===== config.mk =====
export PLATFORM = sky130hd
export DESIGN_NAME = lc4_dual_top
export DESIGN_NICKNAME = d
export VERILOG_FILES = /design/src/lc4_pkg.sv /design/src/lc4_alu.sv /design/src/lc4_dual_top.sv /design/src/lc4_issue.sv /design/src/lc4_lane.sv /design/src/lc4_regfile.sv
export SDC_FILE = /design/constraint.sdc
export NUM_CORES = 2
export LEC_CHECK = 0
export BUFFER_PORTS_ARGS = -buffer_cell sky130_fd_sc_hd__buf_2
export CORE_MARGIN = 2
export CORE_UTILIZATION = 39
export DETAILED_ROUTE_END_ITERATION = 7
export PLACE_DENSITY = 0.65
export SYNTH_ARGS = -nofsm -noshare
export SYNTH_HDL_FRONTEND = slang
export SYNTH_SLANG_ARGS = --single-unit

===== constraint.sdc =====
create_clock -name gwe -period 8.7 [get_ports gwe]
set_clock_uncertainty 0.1 [all_clocks]
set_input_delay 0.435 -clock gwe [delete_from_list [all_inputs] [get_ports gwe]]
set_output_delay 0.435 -clock gwe [all_outputs]
set_load 0.01 [all_outputs]

===== src/lc4_pkg.sv =====
//////////////////////////////////////////////////////////////////////
// shared widths, opcodes and instruction views of the dual-issue LC4
// pipeline. only the ALU subset is decoded: ADD MUL SUB, AND NOT OR
// XOR, both immediate forms, CONST and the all-zero NOP
// any other opcode or sub-opcode (DIV included) behaves as a NOP
//////////////////////////////////////////////////////////////////////

package lc4_pkg;

    localparam int LC4_WORD_W   = 16;
    localparam int LC4_REG_W    = 3;
    localparam int LC4_NUM_REGS = 8;

    localparam logic [LC4_WORD_W-1:0] LC4_RESET_PC = 16'h8200;

    localparam logic [3:0] LC4_OP_NOP   = 4'b0000;
    localparam logic [3:0] LC4_OP_ARITH = 4'b0001;
    localparam logic [3:0] LC4_OP_LOGIC = 4'b0101;
    localparam logic [3:0] LC4_OP_CONST = 4'b1001;

    // sub-opcodes live in insn[5:3], bit 5 set means the immediate form
    localparam logic [2:0] LC4_SUB_ADD = 3'b000;
    localparam logic [2:0] LC4_SUB_MUL = 3'b001;
    localparam logic [2:0] LC4_SUB_SUB = 3'b010;
    localparam logic [2:0] LC4_SUB_AND = 3'b000;
    localparam logic [2:0] LC4_SUB_NOT = 3'b001;
    localparam logic [2:0] LC4_SUB_OR  = 3'b010;
    localparam logic [2:0] LC4_SUB_XOR = 3'b011;

    typedef struct packed {
        logic [3:0]           opcode;
        logic [LC4_REG_W-1:0] rd;
        logic [LC4_REG_W-1:0] rs;
        logic [2:0]           sub;
        logic [LC4_REG_W-1:0] rt;
    } lc4_rform_t;

    typedef struct packed {
        logic [3:0]           opcode;
        logic [LC4_REG_W-1:0] rd;
        logic [LC4_REG_W-1:0] rs;
        logic                 imm;   // immediate flag, insn[5]
        logic [4:0]           imm5;
    } lc4_iform_t;

    typedef struct packed {
        logic [3:0]           opcode;
        logic [LC4_REG_W-1:0] rd;
        logic [8:0]           imm9;
    } lc4_cform_t;

    // one instruction word, three ways of reading it
    typedef union packed {
        lc4_rform_t r;
        lc4_iform_t i;
        lc4_cform_t c;
    } lc4_insn_u;

endpackage


===== src/lc4_alu.sv =====
//////////////////////////////////////////////////////////////////////
// ALU for the kept LC4 subset, purely combinational
// results wrap at 16 bits, MUL keeps the low half
// unsupported encodings return zero
//////////////////////////////////////////////////////////////////////

`timescale 1ns/1ps

module lc4_alu (
    input  logic [lc4_pkg::LC4_WORD_W-1:0] i_insn,
    input  logic [lc4_pkg::LC4_WORD_W-1:0] i_rs_data,
    input  logic [lc4_pkg::LC4_WORD_W-1:0] i_rt_data,
    output logic [lc4_pkg::LC4_WORD_W-1:0] o_result
);
    import lc4_pkg::*;

    lc4_insn_u             insn;
    logic [LC4_WORD_W-1:0] imm5_sx;
    logic [LC4_WORD_W-1:0] imm9_sx;

    assign insn    = i_insn;
    assign imm5_sx = {{(LC4_WORD_W-5){insn.i.imm5[4]}}, insn.i.imm5};
    assign imm9_sx = {{(LC4_WORD_W-9){insn.c.imm9[8]}}, insn.c.imm9};

    always_comb begin
        o_result = '0;
        case (insn.r.opcode)
            LC4_OP_ARITH: begin
                if (insn.i.imm) o_result = i_rs_data + imm5_sx;
                else begin
                    case (insn.r.sub)
                        LC4_SUB_ADD: o_result = i_rs_data + i_rt_data;
                        LC4_SUB_MUL: o_result = i_rs_data * i_rt_data;   // low 16 bits
                        LC4_SUB_SUB: o_result = i_rs_data - i_rt_data;
                        default:     o_result = '0;                      // DIV dropped
                    endcase
                end
            end
            LC4_OP_LOGIC: begin
                if (insn.i.imm) o_result = i_rs_data & imm5_sx;
                else begin
                    case (insn.r.sub)
                        LC4_SUB_AND: o_result = i_rs_data & i_rt_data;
                        LC4_SUB_NOT: o_result = ~i_rs_data;
                        LC4_SUB_OR:  o_result = i_rs_data | i_rt_data;
                        default:     o_result = i_rs_data ^ i_rt_data;   // XOR
                    endcase
                end
            end
            LC4_OP_CONST: o_result = imm9_sx;
            default:      o_result = '0;
        endcase
    end

endmodule


===== src/lc4_dual_top.sv =====
//////////////////////////////////////////////////////////////////////
// two-way LC4 ALU pipeline top level
// instruction memory sits outside and must return the words at
// o_cur_pc and o_cur_pc+1 combinationally. retire ports show the
// writeback stage, lane A is older than lane B in the same cycle
//////////////////////////////////////////////////////////////////////

`timescale 1ns/1ps

module lc4_dual_top (
    input  logic                          gwe,
    input  logic                          i_arst_n,
    input  logic [lc4_pkg::LC4_WORD_W-1:0] i_cur_insn_a,
    input  logic [lc4_pkg::LC4_WORD_W-1:0] i_cur_insn_b,
    output logic [lc4_pkg::LC4_WORD_W-1:0] o_cur_pc,
    output logic                          o_wb_valid_a,
    output logic [lc4_pkg::LC4_WORD_W-1:0] o_wb_pc_a,
    output logic [lc4_pkg::LC4_WORD_W-1:0] o_wb_insn_a,
    output logic                          o_wb_we_a,
    output logic [lc4_pkg::LC4_REG_W-1:0]  o_wb_wsel_a,
    output logic [lc4_pkg::LC4_WORD_W-1:0] o_wb_data_a,
    output logic                          o_wb_valid_b,
    output logic [lc4_pkg::LC4_WORD_W-1:0] o_wb_pc_b,
    output logic [lc4_pkg::LC4_WORD_W-1:0] o_wb_insn_b,
    output logic                          o_wb_we_b,
    output logic [lc4_pkg::LC4_REG_W-1:0]  o_wb_wsel_b,
    output logic [lc4_pkg::LC4_WORD_W-1:0] o_wb_data_b
);
    import lc4_pkg::*;

    logic [LC4_REG_W-1:0]  rs_a, rt_a, rs_b, rt_b;
    logic [LC4_WORD_W-1:0] rs_data_a, rt_data_a, rs_data_b, rt_data_b;
    logic                  x_valid_a, x_we_a, x_valid_b, x_we_b;
    logic [LC4_WORD_W-1:0] x_pc_a, x_insn_a, x_pc_b, x_insn_b;
    logic [LC4_REG_W-1:0]  x_rd_a, x_rd_b;
    logic                  m_we_a, m_we_b;    // memory-stage bypass sources
    logic [LC4_REG_W-1:0]  m_rd_a, m_rd_b;
    logic [LC4_WORD_W-1:0] m_data_a, m_data_b;

    lc4_issue u_issue (
        .gwe, .i_arst_n,
        .i_insn_a (i_cur_insn_a), .i_insn_b (i_cur_insn_b), .o_fetch_pc (o_cur_pc),
        .o_rs_a (rs_a), .o_rt_a (rt_a), .o_rs_b (rs_b), .o_rt_b (rt_b),
        .o_x_valid_a (x_valid_a), .o_x_pc_a (x_pc_a), .o_x_insn_a (x_insn_a),
        .o_x_rd_a (x_rd_a), .o_x_we_a (x_we_a),
        .o_x_valid_b (x_valid_b), .o_x_pc_b (x_pc_b), .o_x_insn_b (x_insn_b),
        .o_x_rd_b (x_rd_b), .o_x_we_b (x_we_b)
    );

    lc4_regfile u_regfile (
        .gwe, .i_arst_n,
        .i_rs_a (rs_a), .i_rt_a (rt_a), .i_rs_b (rs_b), .i_rt_b (rt_b),
        .i_we_a (o_wb_we_a), .i_rd_a (o_wb_wsel_a), .i_wdata_a (o_wb_data_a),
        .i_we_b (o_wb_we_b), .i_rd_b (o_wb_wsel_b), .i_wdata_b (o_wb_data_b),
        .o_rs_data_a (rs_data_a), .o_rt_data_a (rt_data_a),
        .o_rs_data_b (rs_data_b), .o_rt_data_b (rt_data_b)
    );

    lc4_lane u_lane_a (
        .gwe, .i_arst_n,
        .i_x_valid (x_valid_a), .i_x_pc (x_pc_a), .i_x_insn (x_insn_a),
        .i_x_rd (x_rd_a), .i_x_we (x_we_a), .i_rs_data (rs_data_a), .i_rt_data (rt_data_a),
        .i_mb_we (m_we_b), .i_mb_rd (m_rd_b), .i_mb_data (m_data_b),
        .i_ma_we (m_we_a), .i_ma_rd (m_rd_a), .i_ma_data (m_data_a),
        .i_wb_we (o_wb_we_b), .i_wb_rd (o_wb_wsel_b), .i_wb_data (o_wb_data_b),
        .i_wa_we (o_wb_we_a), .i_wa_rd (o_wb_wsel_a), .i_wa_data (o_wb_data_a),
        .o_m_we (m_we_a), .o_m_rd (m_rd_a), .o_m_data (m_data_a),
        .o_w_valid (o_wb_valid_a), .o_w_pc (o_wb_pc_a), .o_w_insn (o_wb_insn_a),
        .o_w_we (o_wb_we_a), .o_w_rd (o_wb_wsel_a), .o_w_data (o_wb_data_a)
    );

    lc4_lane u_lane_b (
        .gwe, .i_arst_n,
        .i_x_valid (x_valid_b), .i_x_pc (x_pc_b), .i_x_insn (x_insn_b),
        .i_x_rd (x_rd_b), .i_x_we (x_we_b), .i_rs_data (rs_data_b), .i_rt_data (rt_data_b),
        .i_mb_we (m_we_b), .i_mb_rd (m_rd_b), .i_mb_data (m_data_b),
        .i_ma_we (m_we_a), .i_ma_rd (m_rd_a), .i_ma_data (m_data_a),
        .i_wb_we (o_wb_we_b), .i_wb_rd (o_wb_wsel_b), .i_wb_data (o_wb_data_b),
        .i_wa_we (o_wb_we_a), .i_wa_rd (o_wb_wsel_a), .i_wa_data (o_wb_data_a),
        .o_m_we (m_we_b), .o_m_rd (m_rd_b), .o_m_data (m_data_b),
        .o_w_valid (o_wb_valid_b), .o_w_pc (o_wb_pc_b), .o_w_insn (o_wb_insn_b),
        .o_w_we (o_wb_we_b), .o_w_rd (o_wb_wsel_b), .o_w_data (o_wb_data_b)
    );

endmodule


===== src/lc4_issue.sv =====
//////////////////////////////////////////////////////////////////////
// fetch PC, decode pair register and pair split
// expects the words at PC and PC+1 back in the same cycle
// a B that reads A's destination is held and replayed in slot A the
// next cycle, fetch then advances by one. no other stall source
//////////////////////////////////////////////////////////////////////

`timescale 1ns/1ps

module lc4_issue (
    input  logic                          gwe,
    input  logic                          i_arst_n,
    input  logic [lc4_pkg::LC4_WORD_W-1:0] i_insn_a,
    input  logic [lc4_pkg::LC4_WORD_W-1:0] i_insn_b,
    output logic [lc4_pkg::LC4_WORD_W-1:0] o_fetch_pc,
    output logic [lc4_pkg::LC4_REG_W-1:0]  o_rs_a,
    output logic [lc4_pkg::LC4_REG_W-1:0]  o_rt_a,
    output logic [lc4_pkg::LC4_REG_W-1:0]  o_rs_b,
    output logic [lc4_pkg::LC4_REG_W-1:0]  o_rt_b,
    output logic                          o_x_valid_a,
    output logic [lc4_pkg::LC4_WORD_W-1:0] o_x_pc_a,
    output logic [lc4_pkg::LC4_WORD_W-1:0] o_x_insn_a,
    output logic [lc4_pkg::LC4_REG_W-1:0]  o_x_rd_a,
    output logic                          o_x_we_a,
    output logic                          o_x_valid_b,
    output logic [lc4_pkg::LC4_WORD_W-1:0] o_x_pc_b,
    output logic [lc4_pkg::LC4_WORD_W-1:0] o_x_insn_b,
    output logic [lc4_pkg::LC4_REG_W-1:0]  o_x_rd_b,
    output logic                          o_x_we_b
);
    import lc4_pkg::*;

    logic [LC4_WORD_W-1:0] pc_q;
    logic                  d_valid_a, d_valid_b;
    logic [LC4_WORD_W-1:0] d_pc_a, d_pc_b;
    lc4_insn_u             d_insn_a, d_insn_b;
    logic                  we_a, we_b;
    logic                  split;   // B depends on A, issue A alone

    // true for every kept instruction that produces a register result
    function automatic logic writes_rd(input lc4_insn_u insn);
        case (insn.r.opcode)
            LC4_OP_ARITH: return insn.i.imm ||
                                 (insn.r.sub inside {LC4_SUB_ADD, LC4_SUB_MUL, LC4_SUB_SUB});
            LC4_OP_LOGIC: return 1'b1;
            LC4_OP_CONST: return 1'b1;
            default:      return 1'b0;
        endcase
    endfunction

    function automatic logic reads_reg(input lc4_insn_u insn, input logic [LC4_REG_W-1:0] sel);
        logic rs_re;
        logic rt_re;
        rs_re = writes_rd(insn) && (insn.r.opcode != LC4_OP_CONST);
        rt_re = rs_re && !insn.i.imm &&
                !(insn.r.opcode == LC4_OP_LOGIC && insn.r.sub == LC4_SUB_NOT);
        return (rs_re && insn.r.rs == sel) || (rt_re && insn.r.rt == sel);
    endfunction

    assign we_a  = d_valid_a && writes_rd(d_insn_a);
    assign we_b  = d_valid_b && writes_rd(d_insn_b);
    assign split = we_a && d_valid_b && reads_reg(d_insn_b, d_insn_a.r.rd);

    always_ff @(posedge gwe or negedge i_arst_n) begin
        if (!i_arst_n) begin
            pc_q      <= LC4_RESET_PC;
            d_valid_a <= 1'b0;
            d_valid_b <= 1'b0;
        end else begin
            pc_q      <= split ? pc_q + 16'd1 : pc_q + 16'd2;
            d_valid_a <= 1'b1;   // no squash source, every fetched word is live
            d_valid_b <= 1'b1;
        end
    end

    always_ff @(posedge gwe) begin
        if (split) begin
            // held B becomes the older slot, the word fetched at pc follows it
            d_insn_a <= d_insn_b;
            d_pc_a   <= d_pc_b;
            d_insn_b <= i_insn_a;
            d_pc_b   <= pc_q;
        end else begin
            d_insn_a <= i_insn_a;
            d_pc_a   <= pc_q;
            d_insn_b <= i_insn_b;
            d_pc_b   <= pc_q + 16'd1;
        end
    end

    assign o_fetch_pc = pc_q;

    // register file read selectors, operands are captured with the slot
    assign o_rs_a = d_insn_a.r.rs;
    assign o_rt_a = d_insn_a.r.rt;
    assign o_rs_b = d_insn_b.r.rs;
    assign o_rt_b = d_insn_b.r.rt;

    assign o_x_valid_a = d_valid_a;
    assign o_x_pc_a    = d_pc_a;
    assign o_x_insn_a  = d_insn_a;
    assign o_x_rd_a    = d_insn_a.r.rd;
    assign o_x_we_a    = we_a;

    assign o_x_valid_b = d_valid_b && !split;
    assign o_x_pc_b    = d_pc_b;
    assign o_x_insn_b  = d_insn_b;
    assign o_x_rd_b    = d_insn_b.r.rd;
    assign o_x_we_b    = we_b && !split;

    // same-cycle A result is not on any bypass path, so B must never need it
    a_pair_independent: assert property (@(posedge gwe) disable iff (!i_arst_n)
        (o_x_we_a && o_x_we_b && d_insn_b.r.opcode != LC4_OP_CONST) |->
            (d_insn_b.r.rs != o_x_rd_a) &&
            (d_insn_b.i.imm || d_insn_b.r.rt != o_x_rd_a ||
             (d_insn_b.r.opcode == LC4_OP_LOGIC && d_insn_b.r.sub == LC4_SUB_NOT)));

endmodule


===== src/lc4_lane.sv =====
//////////////////////////////////////////////////////////////////////
// one issue lane: execute, memory and writeback registers
// operands are bypassed youngest first: mem B, mem A, wb B, wb A,
// then the value read from the register file in decode
// no loads, so the memory stage only carries the ALU result along
//////////////////////////////////////////////////////////////////////

`timescale 1ns/1ps

module lc4_lane (
    input  logic                          gwe,
    input  logic                          i_arst_n,
    input  logic                          i_x_valid,
    input  logic [lc4_pkg::LC4_WORD_W-1:0] i_x_pc,
    input  logic [lc4_pkg::LC4_WORD_W-1:0] i_x_insn,
    input  logic [lc4_pkg::LC4_REG_W-1:0]  i_x_rd,
    input  logic                          i_x_we,
    input  logic [lc4_pkg::LC4_WORD_W-1:0] i_rs_data,
    input  logic [lc4_pkg::LC4_WORD_W-1:0] i_rt_data,
    input  logic                          i_mb_we,
    input  logic [lc4_pkg::LC4_REG_W-1:0]  i_mb_rd,
    input  logic [lc4_pkg::LC4_WORD_W-1:0] i_mb_data,
    input  logic                          i_ma_we,
    input  logic [lc4_pkg::LC4_REG_W-1:0]  i_ma_rd,
    input  logic [lc4_pkg::LC4_WORD_W-1:0] i_ma_data,
    input  logic                          i_wb_we,
    input  logic [lc4_pkg::LC4_REG_W-1:0]  i_wb_rd,
    input  logic [lc4_pkg::LC4_WORD_W-1:0] i_wb_data,
    input  logic                          i_wa_we,
    input  logic [lc4_pkg::LC4_REG_W-1:0]  i_wa_rd,
    input  logic [lc4_pkg::LC4_WORD_W-1:0] i_wa_data,
    output logic                          o_m_we,
    output logic [lc4_pkg::LC4_REG_W-1:0]  o_m_rd,
    output logic [lc4_pkg::LC4_WORD_W-1:0] o_m_data,
    output logic                          o_w_valid,
    output logic [lc4_pkg::LC4_WORD_W-1:0] o_w_pc,
    output logic [lc4_pkg::LC4_WORD_W-1:0] o_w_insn,
    output logic                          o_w_we,
    output logic [lc4_pkg::LC4_REG_W-1:0]  o_w_rd,
    output logic [lc4_pkg::LC4_WORD_W-1:0] o_w_data
);
    import lc4_pkg::*;

    logic                  x_valid, x_we;
    logic [LC4_WORD_W-1:0] x_pc, x_rs_data, x_rt_data;
    lc4_insn_u             x_insn;
    logic [LC4_REG_W-1:0]  x_rd;
    logic [LC4_WORD_W-1:0] rs_val, rt_val, alu_result;

    logic                  m_valid, m_we;
    logic [LC4_WORD_W-1:0] m_pc, m_insn, m_data;
    logic [LC4_REG_W-1:0]  m_rd;

    // newest producer of sel wins, otherwise the decode-stage read
    function automatic logic [LC4_WORD_W-1:0] pick(input logic [LC4_REG_W-1:0] sel,
                                                   input logic [LC4_WORD_W-1:0] rf_val);
        if (i_mb_we && i_mb_rd == sel)      return i_mb_data;
        else if (i_ma_we && i_ma_rd == sel) return i_ma_data;
        else if (i_wb_we && i_wb_rd == sel) return i_wb_data;
        else if (i_wa_we && i_wa_rd == sel) return i_wa_data;
        return rf_val;
    endfunction

    assign rs_val = pick(x_insn.r.rs, x_rs_data);
    assign rt_val = pick(x_insn.r.rt, x_rt_data);   // unused by imm/CONST forms, harmless

    lc4_alu u_alu (
        .i_insn    (x_insn),
        .i_rs_data (rs_val),
        .i_rt_data (rt_val),
        .o_result  (alu_result)
    );

    always_ff @(posedge gwe or negedge i_arst_n) begin
        if (!i_arst_n) begin
            x_valid   <= 1'b0;
            x_we      <= 1'b0;
            m_valid   <= 1'b0;
            m_we      <= 1'b0;
            o_w_valid <= 1'b0;
            o_w_we    <= 1'b0;
        end else begin
            x_valid   <= i_x_valid;
            x_we      <= i_x_we;
            m_valid   <= x_valid;
            m_we      <= x_we;
            o_w_valid <= m_valid;
            o_w_we    <= m_we;
        end
    end

    always_ff @(posedge gwe) begin
        x_pc      <= i_x_pc;
        x_insn    <= i_x_insn;
        x_rd      <= i_x_rd;
        x_rs_data <= i_rs_data;
        x_rt_data <= i_rt_data;
        m_pc      <= x_pc;
        m_insn    <= x_insn;
        m_rd      <= x_rd;
        m_data    <= alu_result;
        o_w_pc    <= m_pc;
        o_w_insn  <= m_insn;
        o_w_rd    <= m_rd;
        o_w_data  <= m_data;
    end

    assign o_m_we   = m_we;
    assign o_m_rd   = m_rd;
    assign o_m_data = m_data;

    // a bubble must never write, whatever the issue unit sent down
    a_we_needs_valid: assert property (@(posedge gwe) disable iff (!i_arst_n)
        (!x_valid -> !x_we) && (!m_valid -> !m_we) && (!o_w_valid -> !o_w_we));

endmodule


===== src/lc4_regfile.sv =====
//////////////////////////////////////////////////////////////////////
// eight registers, four read ports, two write ports
// reads are write-through, port B wins when both write one register
//////////////////////////////////////////////////////////////////////

`timescale 1ns/1ps

module lc4_regfile (
    input  logic                          gwe,
    input  logic                          i_arst_n,
    input  logic [lc4_pkg::LC4_REG_W-1:0]  i_rs_a,
    input  logic [lc4_pkg::LC4_REG_W-1:0]  i_rt_a,
    input  logic [lc4_pkg::LC4_REG_W-1:0]  i_rs_b,
    input  logic [lc4_pkg::LC4_REG_W-1:0]  i_rt_b,
    input  logic                          i_we_a,
    input  logic [lc4_pkg::LC4_REG_W-1:0]  i_rd_a,
    input  logic [lc4_pkg::LC4_WORD_W-1:0] i_wdata_a,
    input  logic                          i_we_b,
    input  logic [lc4_pkg::LC4_REG_W-1:0]  i_rd_b,
    input  logic [lc4_pkg::LC4_WORD_W-1:0] i_wdata_b,
    output logic [lc4_pkg::LC4_WORD_W-1:0] o_rs_data_a,
    output logic [lc4_pkg::LC4_WORD_W-1:0] o_rt_data_a,
    output logic [lc4_pkg::LC4_WORD_W-1:0] o_rs_data_b,
    output logic [lc4_pkg::LC4_WORD_W-1:0] o_rt_data_b
);
    import lc4_pkg::*;

    logic [LC4_WORD_W-1:0] regs [LC4_NUM_REGS];

    // same priority as the write below, B is the younger instruction
    function automatic logic [LC4_WORD_W-1:0] rd_port(input logic [LC4_REG_W-1:0] sel);
        if (i_we_b && i_rd_b == sel)      return i_wdata_b;
        else if (i_we_a && i_rd_a == sel) return i_wdata_a;
        return regs[sel];
    endfunction

    always_ff @(posedge gwe or negedge i_arst_n) begin
        if (!i_arst_n) begin
            for (int i = 0; i < LC4_NUM_REGS; i++) regs[i] <= '0;
        end else begin
            if (i_we_a) regs[i_rd_a] <= i_wdata_a;
            if (i_we_b) regs[i_rd_b] <= i_wdata_b;   // later assignment wins
        end
    end

    assign o_rs_data_a = rd_port(i_rs_a);
    assign o_rt_data_a = rd_port(i_rt_a);
    assign o_rs_data_b = rd_port(i_rs_b);
    assign o_rt_data_b = rd_port(i_rt_b);

    a_wdata_known: assert property (@(posedge gwe) disable iff (!i_arst_n)
        (i_we_a |-> !$isunknown(i_wdata_a)) and (i_we_b |-> !$isunknown(i_wdata_b)));

endmodule


# Word-level counts from Yosys, hierarchy flattened
# Index checks and enable logic that the tools add are counted.
[classes]
n_addsub = 8
multipliers = 2
order_cmp = 8
n_eq_ne = 47
muxes = 93
bitwise_logic = 16
n_reduce_logical = 52
[op_table]
columns = ["op", "count"]
rows = [
  ["$mux 16", 51],
  ["$pmux 16 s3", 6],
  ["$bwmux 128", 2],
  ["$mux 128", 2],
  ["$bmux 16 s3", 4],
  ["$demux 16 s3", 2],
  ["$eq 3x3->1", 26],
  ["$add 16x16->16", 4],
  ["$and 16x16->16", 4],
  ["$logic_and 1x1->1", 38],
  ["$mul 16x16->16", 2],
  ["$not 16->16", 2],
  ["$or 16x16->16", 2],
  ["$sub 16x16->16", 2],
  ["$xor 16x16->16", 2],
  ["$ge 4x4->1 const B", 6],
  ["$mux 1", 24],
  ["$not 3->4", 6],
  ["$add 16x1->16 const B", 1],
  ["$add 16x2->16 const B", 1],
  ["$eq 4x1->1 const B", 4],
  ["$eq 4x3->1 const B", 4],
  ["$eq 4x4->1 const B", 4],
  ["$eq 3x1->1 const B", 4],
  ["9 further kinds", 23],
]
[word_totals]
ff_bits = 559
input_bits = 34
elab_cells = 278

# Depth between registers and ports, before layout
[logic_depth]
depth_word = 12
depth_mapped = 33
mapped_depth_nobuf = 29

# Modules after synthesis
# A second synthesis with hierarchy kept.
[hier_totals]
hier_cells = 3931
area_unflattened_um2 = 39929.5
[by_module_without_submodules]
columns = ["module", "n_inst", "cells_each", "area_per_inst_um2", "seq_area_each_um2"]
rows = [
  ["lc4_regfile", 1, 1085, 12045.3, 3203.1],
  ["lc4_lane", 2, 342, 5305.1, 3533.4],
  ["lc4_alu (u_lane_a.u_alu)", 1, 898, 7038.0, 0.0],
  ["lc4_alu (u_lane_b.u_alu)", 1, 899, 6994.2, 0.0],
  ["lc4_issue", 1, 365, 3241.9, 1709.1],
]

# Least setup slack after synthesis
# OpenSTA, ideal clock, no wires.
[synth_path]
kind = "flip-flop to flip-flop"
start = "reg u_lane_a.o_w_insn[11] (netlist name)"
end = "reg u_lane_b.m_data[15] (netlist: u_lane_b.o_m_data[15])"
arrival_ns = 7.056
required_time_ns = 8.474
path_slack_ns = 1.418
path_stages_with_launch = 32
path_buffers = 4
synth_period_minus_slack_ns = 7.282
cell_sequence = "dfxtp_1 > buf_2 > xnor2_1 > and4_1 > buf_2 > and2_1 > buf_2 > a211oi_1 > o21ai_0 > clkbuf_1 > inv_1 > ha_1 > inv_1 > fa_1 > fa_1 > inv_1 > fa_1 > fa_1 > inv_1 > fa_1 > fa_1 > xnor2_1 > xnor2_1 > xnor2_1 > xnor2_1 > xnor2_1 > xnor3_1 > xnor2_1 > xnor3_1 > xnor2_1 > a221oi_1 > o31ai_1"
[synth_rtl]
columns = ["item", "line", "source"]
rows = [
  ["to (signal assigned)", "lc4_lane.sv:101", "m_data <= alu_result;"],
  ["to (decl)", "lc4_lane.sv:51", "logic [LC4_WORD_W-1:0] m_pc, m_insn, m_data;"],
]

# Worst setup path after layout
[layout_path]
start = "reg u_lane_a.x_insn[1] in the netlist's numbering"
end = "reg u_lane_a.m_data[15] (netlist: u_lane_a.o_m_data[15])"
[layout_between]
elab_chain_len = 11
elab_cells_between_ends = 28
[layout_rtl]
columns = ["item", "line", "source"]
rows = [
  ["from (decl)", "lc4_lane.sv:46", "lc4_insn_u x_insn;"],
  ["from (signal assigned)", "lc4_lane.sv:94", "x_insn <= i_x_insn;"],
  ["$eq 3x3->1", "lc4_lane.sv:60", "else if (i_wa_we && i_wa_rd == sel) return i_wa_data;"],
  ["$logic_and 1x1->1", "lc4_lane.sv:60", ""],
  ["$mux 1", "lc4_lane.sv:60", ""],
  ["$mux 1", "lc4_lane.sv:59", "else if (i_wb_we && i_wb_rd == sel) return i_wb_data;"],
  ["$mux 1", "lc4_lane.sv:58", "else if (i_ma_we && i_ma_rd == sel) return i_ma_data;"],
  ["$mux 1", "lc4_lane.sv:57", "if (i_mb_we && i_mb_rd == sel) return i_mb_data;"],
  ["$mux 16", "lc4_lane.sv:61", "return rf_val;"],
  ["$mul 16x16->16, or another cell as far along", "lc4_alu.sv:33", "LC4_SUB_MUL: o_result = i_rs_data * i_rt_data;"],
  ["$pmux 16 s3, on equally long branches", "lc4_alu.sv:31, lc4_alu.sv:42", ""],
  ["$mux 16, on equally long branches", "lc4_alu.sv:29, lc4_alu.sv:40", ""],
  ["$pmux 16 s3 *", "lc4_alu.sv:27", "case (insn.r.opcode)"],
  ["via u_lane_a.alu_result[15]", "lc4_lane.sv:48", "logic [LC4_WORD_W-1:0] rs_val, rt_val, alu_result;"],
  ["to (signal assigned)", "lc4_lane.sv:101", ""],
  ["to (decl)", "lc4_lane.sv:51", ""],
]
# The timed path passes the listed nets; every way through them passes the cells marked *.

==> summary.md <==
| Metric | Value |
|---|---|
| Run status | finished clean |
| Iteration count of the initial detailed-routing pass | 7 |
| Basic-gate share of the synthesized area counting and, or, nand and nor cells | 0.122 |
| Layout Utilization | 0.441 |
| Period Utilization, post-route | 0.955 |
| Final Hold Violating Endpoints | 0 |
| Post-route ant nets | 0 |
| Sequential-to-total area share from yosys stat | 0.307 |
| Leading area contributor after synthesis | sky130_fd_sc_hd__dfxtp_1 |
| Insertion delay to the later sink of the worst-skew pair | 0.64 ns |
| Post-synthesis mux area share | 0.148 |
| XOR/XNOR share of the synthesized area | 0.0574 |
| Number of vias per cell after detailed routing | 5.78 |
| Share of flip-flops with an asynchronous set or reset after synthesis | 0.290 |
| TritonCTS clock tree | done |
| Worst-margin pin slew | about 1.3 ns |
| Die height | ~320 um |
| Adder-Cell Fraction of Synth Area | 0.162 |
| Area fraction in compound gates after synthesis | 0.134 |
| Number of clock sinks | 541 |
| Wire length of the first global-routing pass | approximately 200000 um |
| Weighted congestion reported at the end of routability-driven placement | 1.01 |
| Effective utilization at floorplan | 0.393 |
| Final critical path time including I/O delays and setup | slightly above 8 ns |
| Count of final max-slew check failures | 0 |
| Setup tns final | 0 ns |
| Vias in the first global route | approximately 31000 |
| Largest reg by FF count | u_regfile.regs |
| Post-DP HPWL | just under 100000 um |
| Share of layout cells above drive strength 1 | 0.157 |
| Synth-to-layout area growth | 12.3% |
| CTS Root Buffer Type | sky130_fd_sc_hd__clkbuf_16 |
| Achievable frequency | around 120 MHz |
| CTS Buffer Depth | 3 |
| Predominant post-synthesis flop cell | sky130_fd_sc_hd__dfxtp_1 |
| Die ar. | 99500 um^2 |
| Leakage dissipation | 18.9 nW |
| Worst Path Required | ~9.1 ns |
| Via Count | 31700 |
| Synth cell types | 88 |
| Area of the core region | between 90000 and 100000 um^2 |
| Largest net degree at the start of global routing | slightly above 90 |
| Final WL | approximately 130000 um |
| Number of nets produced by synthesis | ~4500 |
| Largest vdd supply drop | 0.198 mV |
| Top cells by area, synth | sky130_fd_sc_hd__dfxtp_1 20%, sky130_fd_sc_hd__dfrtp_1 10%, sky130_fd_sc_hd__fa_1 8.7%, sky130_fd_sc_hd__mux4_2 8.2%, sky130_fd_sc_hd__ha_1 7.5% |
| Level count of the clock H-tree | 2 |
| Nature of the critical path endpoint | flop |
| Fill cell total of the finished layout | 9290 |
| Die Span X | 316 um |
| Portion of synthesized cell area occupied by the leading cell type | 0.203 |
| Power density of the placed cells | 244 nW/um^2 |
| Post-CTS clock slew at the launch and capture registers of the worst setup and hold paths | 0.07 ns |
| Total global-route track usage | 0.265 |
| Number of buffers inserted by port buffering | 155 |
| Number of warnings printed during yosys synthesis | 0 |
| Hold Crit Class | reg2reg |
| Number of antenna violations at the first check in global routing | 6 |
| Total of flip-flops plus latches after synthesis | about 540 |
| DRC violations left | 0 |
| DRT iter0 DRCs | ~3300 |
| Mean post-synth cell area | 9.33 um^2 |
| Total I/O pin count | approximately 160 |
| Wire length per cell after detailed routing | 24.5 um |
| Relative slew slack | 0.148 |
| Global route total overflow | 0 |
| Max reg flops | approximately 130 |
| Final setup violating endpoints | 0 |
| Critical path data arrival time | 8.69 ns |
| CP Launch Type | flop |
| Number of nets in the final layout | between 4000 and 5000 |
| Start-to-end type of the worst setup path | reg2reg |
| R2R Setup Slk | slightly below 0.4 ns |
| Unrepaired setup endpoints after global routing | false |
| TritonCTS buffer count | 58 |
| Mapped Area | between 30000 and 40000 um^2 |
| Number of flops mapped to enable cells by yosys | 0 |
| Total number of placement rows | roughly 110 |
| Largest fanout on the critical path | 15 |
| Maximum capacitance violations | 0 |
| Number of instances in the synthesized netlist | roughly 4000 |
| Main combinational cell family by area after synthesis | adder cells |
[placed cells by master (no fill, tap or decap), drive strengths merged, types with 12 or more instances in the layout]
master | Yosys | final
nor3 | 51 | 51
nand2b | 24 | 24
nand3 | 32 | 32
ha | 227 | 227
and2 | 17 | 17
a21boi | 20 | 20
buf | 101 | 301
and4 | 17 | 17
mux2 | 46 | 46
o22ai | 49 | 49
mux2i | 198 | 198
clkbuf | 207 | 81
nand4 | 24 | 24
a22oi | 17 | 17
a21oi | 175 | 175
inv | 344 | 346
a211oi | 53 | 53
o21ai | 313 | 313
o221ai | 16 | 16
a221oi | 53 | 53
xor2 | 35 | 35
a2bb2oi | 13 | 13
fa | 164 | 164
dfxtp | 384 | 384
or3 | 12 | 12
xnor2 | 190 | 190
mux4 | 138 | 138
dlygate4sd3 | 0 | 48
a21o | 22 | 22
nand2 | 429 | 429
dfrtp | 155 | 155
nor2 | 355 | 355
nor2b | 27 | 27
clkinv | 2 | 23
[cells by family after synthesis]
kind of cell / Yosys count
xor+xnor: 234
simple gates: 1041
fa+ha+maj: 391
buf+inv: 654
mux: 382
other cells: 1
flops: 541
compound gates: 813
[synthesized netlist by cell type, drive strengths merged (12+ instances only)]
master	n
or3	12
nor3	51
nand4	24
a2bb2oi	13
xnor2	190
mux4	138
nand2b	24
fa	164
and2	17
nand2	429
xor2	35
mux2	46
and4	17
a21oi	175
ha	227
a221oi	53
o221ai	16
inv	344
a22oi	17
dfrtp	155
nand3	32
clkbuf	207
a211oi	53
nor2b	27
buf	101
a21boi	20
o21ai	313
a21o	22
nor2	355
o22ai	49
dfxtp	384
mux2i	198
[per-stage QoR]
| stage | worst slack [ns] | hold WS (ns) | instance area [um^2] | std cells | power (mW) |
|---|---|---|---|---|---|
| after detailed placement | 0.456 | 0.212 | 40100 | 5321 | 7.83 |
| after CTS | 0.432 | 0.223 | 42400 | 5477 | 10.3 |
| after global routing | 0.0284 | 0.227 | 42500 | 5482 | 11.0 |
| final | 0.393 | 0.223 | 42500 | 5483 | 10.4 |
| after global placement | 0.473 | 0.210 | 40100 | 5321 | 7.76 |
| after floorplan | 1.42 | 0.0394 | 37800 | 4057 | 6.30 |
[worst max-delay path: stages (launching register included)]
cell and delay, ns:
sky130_fd_sc_hd__dfxtp_1 0.72, sky130_fd_sc_hd__xnor2_1 0.22, sky130_fd_sc_hd__and4_1 0.65, sky130_fd_sc_hd__nor3_1 0.11, sky130_fd_sc_hd__o311ai_1 0.43, sky130_fd_sc_hd__o21ai_1 0.39
sky130_fd_sc_hd__inv_2 0.27, sky130_fd_sc_hd__ha_1 0.20, sky130_fd_sc_hd__inv_1 0.07, sky130_fd_sc_hd__fa_1 0.52, sky130_fd_sc_hd__fa_1 0.53, sky130_fd_sc_hd__inv_1 0.06
sky130_fd_sc_hd__fa_1 0.50, sky130_fd_sc_hd__fa_1 0.50, sky130_fd_sc_hd__inv_1 0.05, sky130_fd_sc_hd__fa_1 0.46, sky130_fd_sc_hd__fa_1 0.40, sky130_fd_sc_hd__xnor2_1 0.18
sky130_fd_sc_hd__xnor2_1 0.15, sky130_fd_sc_hd__xnor2_1 0.15, sky130_fd_sc_hd__xnor2_1 0.17, sky130_fd_sc_hd__xnor2_1 0.15, sky130_fd_sc_hd__xnor3_1 0.43, sky130_fd_sc_hd__xnor3_1 0.21
sky130_fd_sc_hd__xor2_1 0.20, sky130_fd_sc_hd__a221oi_2 0.23, sky130_fd_sc_hd__o21ai_1 0.08
[final cells by class]
type	count	area (um^2)	area share
Clock buffer	81	1640	0.0386
Sequential cell	541	11600	0.274
Multi-Input combinational cell	2862	23700	0.558
Tap cell	1276	1600	0.0376
Inverter	346	1300	0.0306
Clock inverter	27	258	0.00606
Antenna cell	1	2.50	0.0000589
Timing Repair Buffer	349	2360	0.0555
[per-layer routing]
layer	vias to the layer above	global-route usage	share of wire
li1	14200	-	-
met1	15400	0.344	0.39
met2	1698	0.417	0.45
met3	409	0.0572	0.10
met4	6	0.134	0.057
met5	-	0	0.00032
[worst paths after layout]
check                                         from                    end  cells past startpoint
worst min register to register  u_lane_a.x_insn[9]     u_lane_a.m_insn[9]                      0
worst max-delay path            u_lane_a.x_insn[1]  u_lane_a.o_m_data[15]                     26
min in group asynchronous                 i_arst_n     u_regfile.regs[27]                      2
worst max register to register  u_lane_a.x_insn[1]  u_lane_a.o_m_data[15]                     26
max in group asynchronous                 i_arst_n        u_lane_b.o_m_we                      3
worst min-delay path            u_lane_a.x_insn[9]     u_lane_a.m_insn[9]                      0
[what timing repair did]
action	CTS	global route
setup endpoints to repair	0	2
resized for setup	0	4
hold buffers	48	0
hold endpoints to repair	121	0
buffers inserted	0	5
[report_power, final]
part	leakage [nW]	internal [mW]	switching, mW
registers	5.24	2.89	0.387
logic	12.8	1.92	2.73
clock network	0.940	1.41	1.04
No activity file was read; power rests on OpenSTA's default activity.
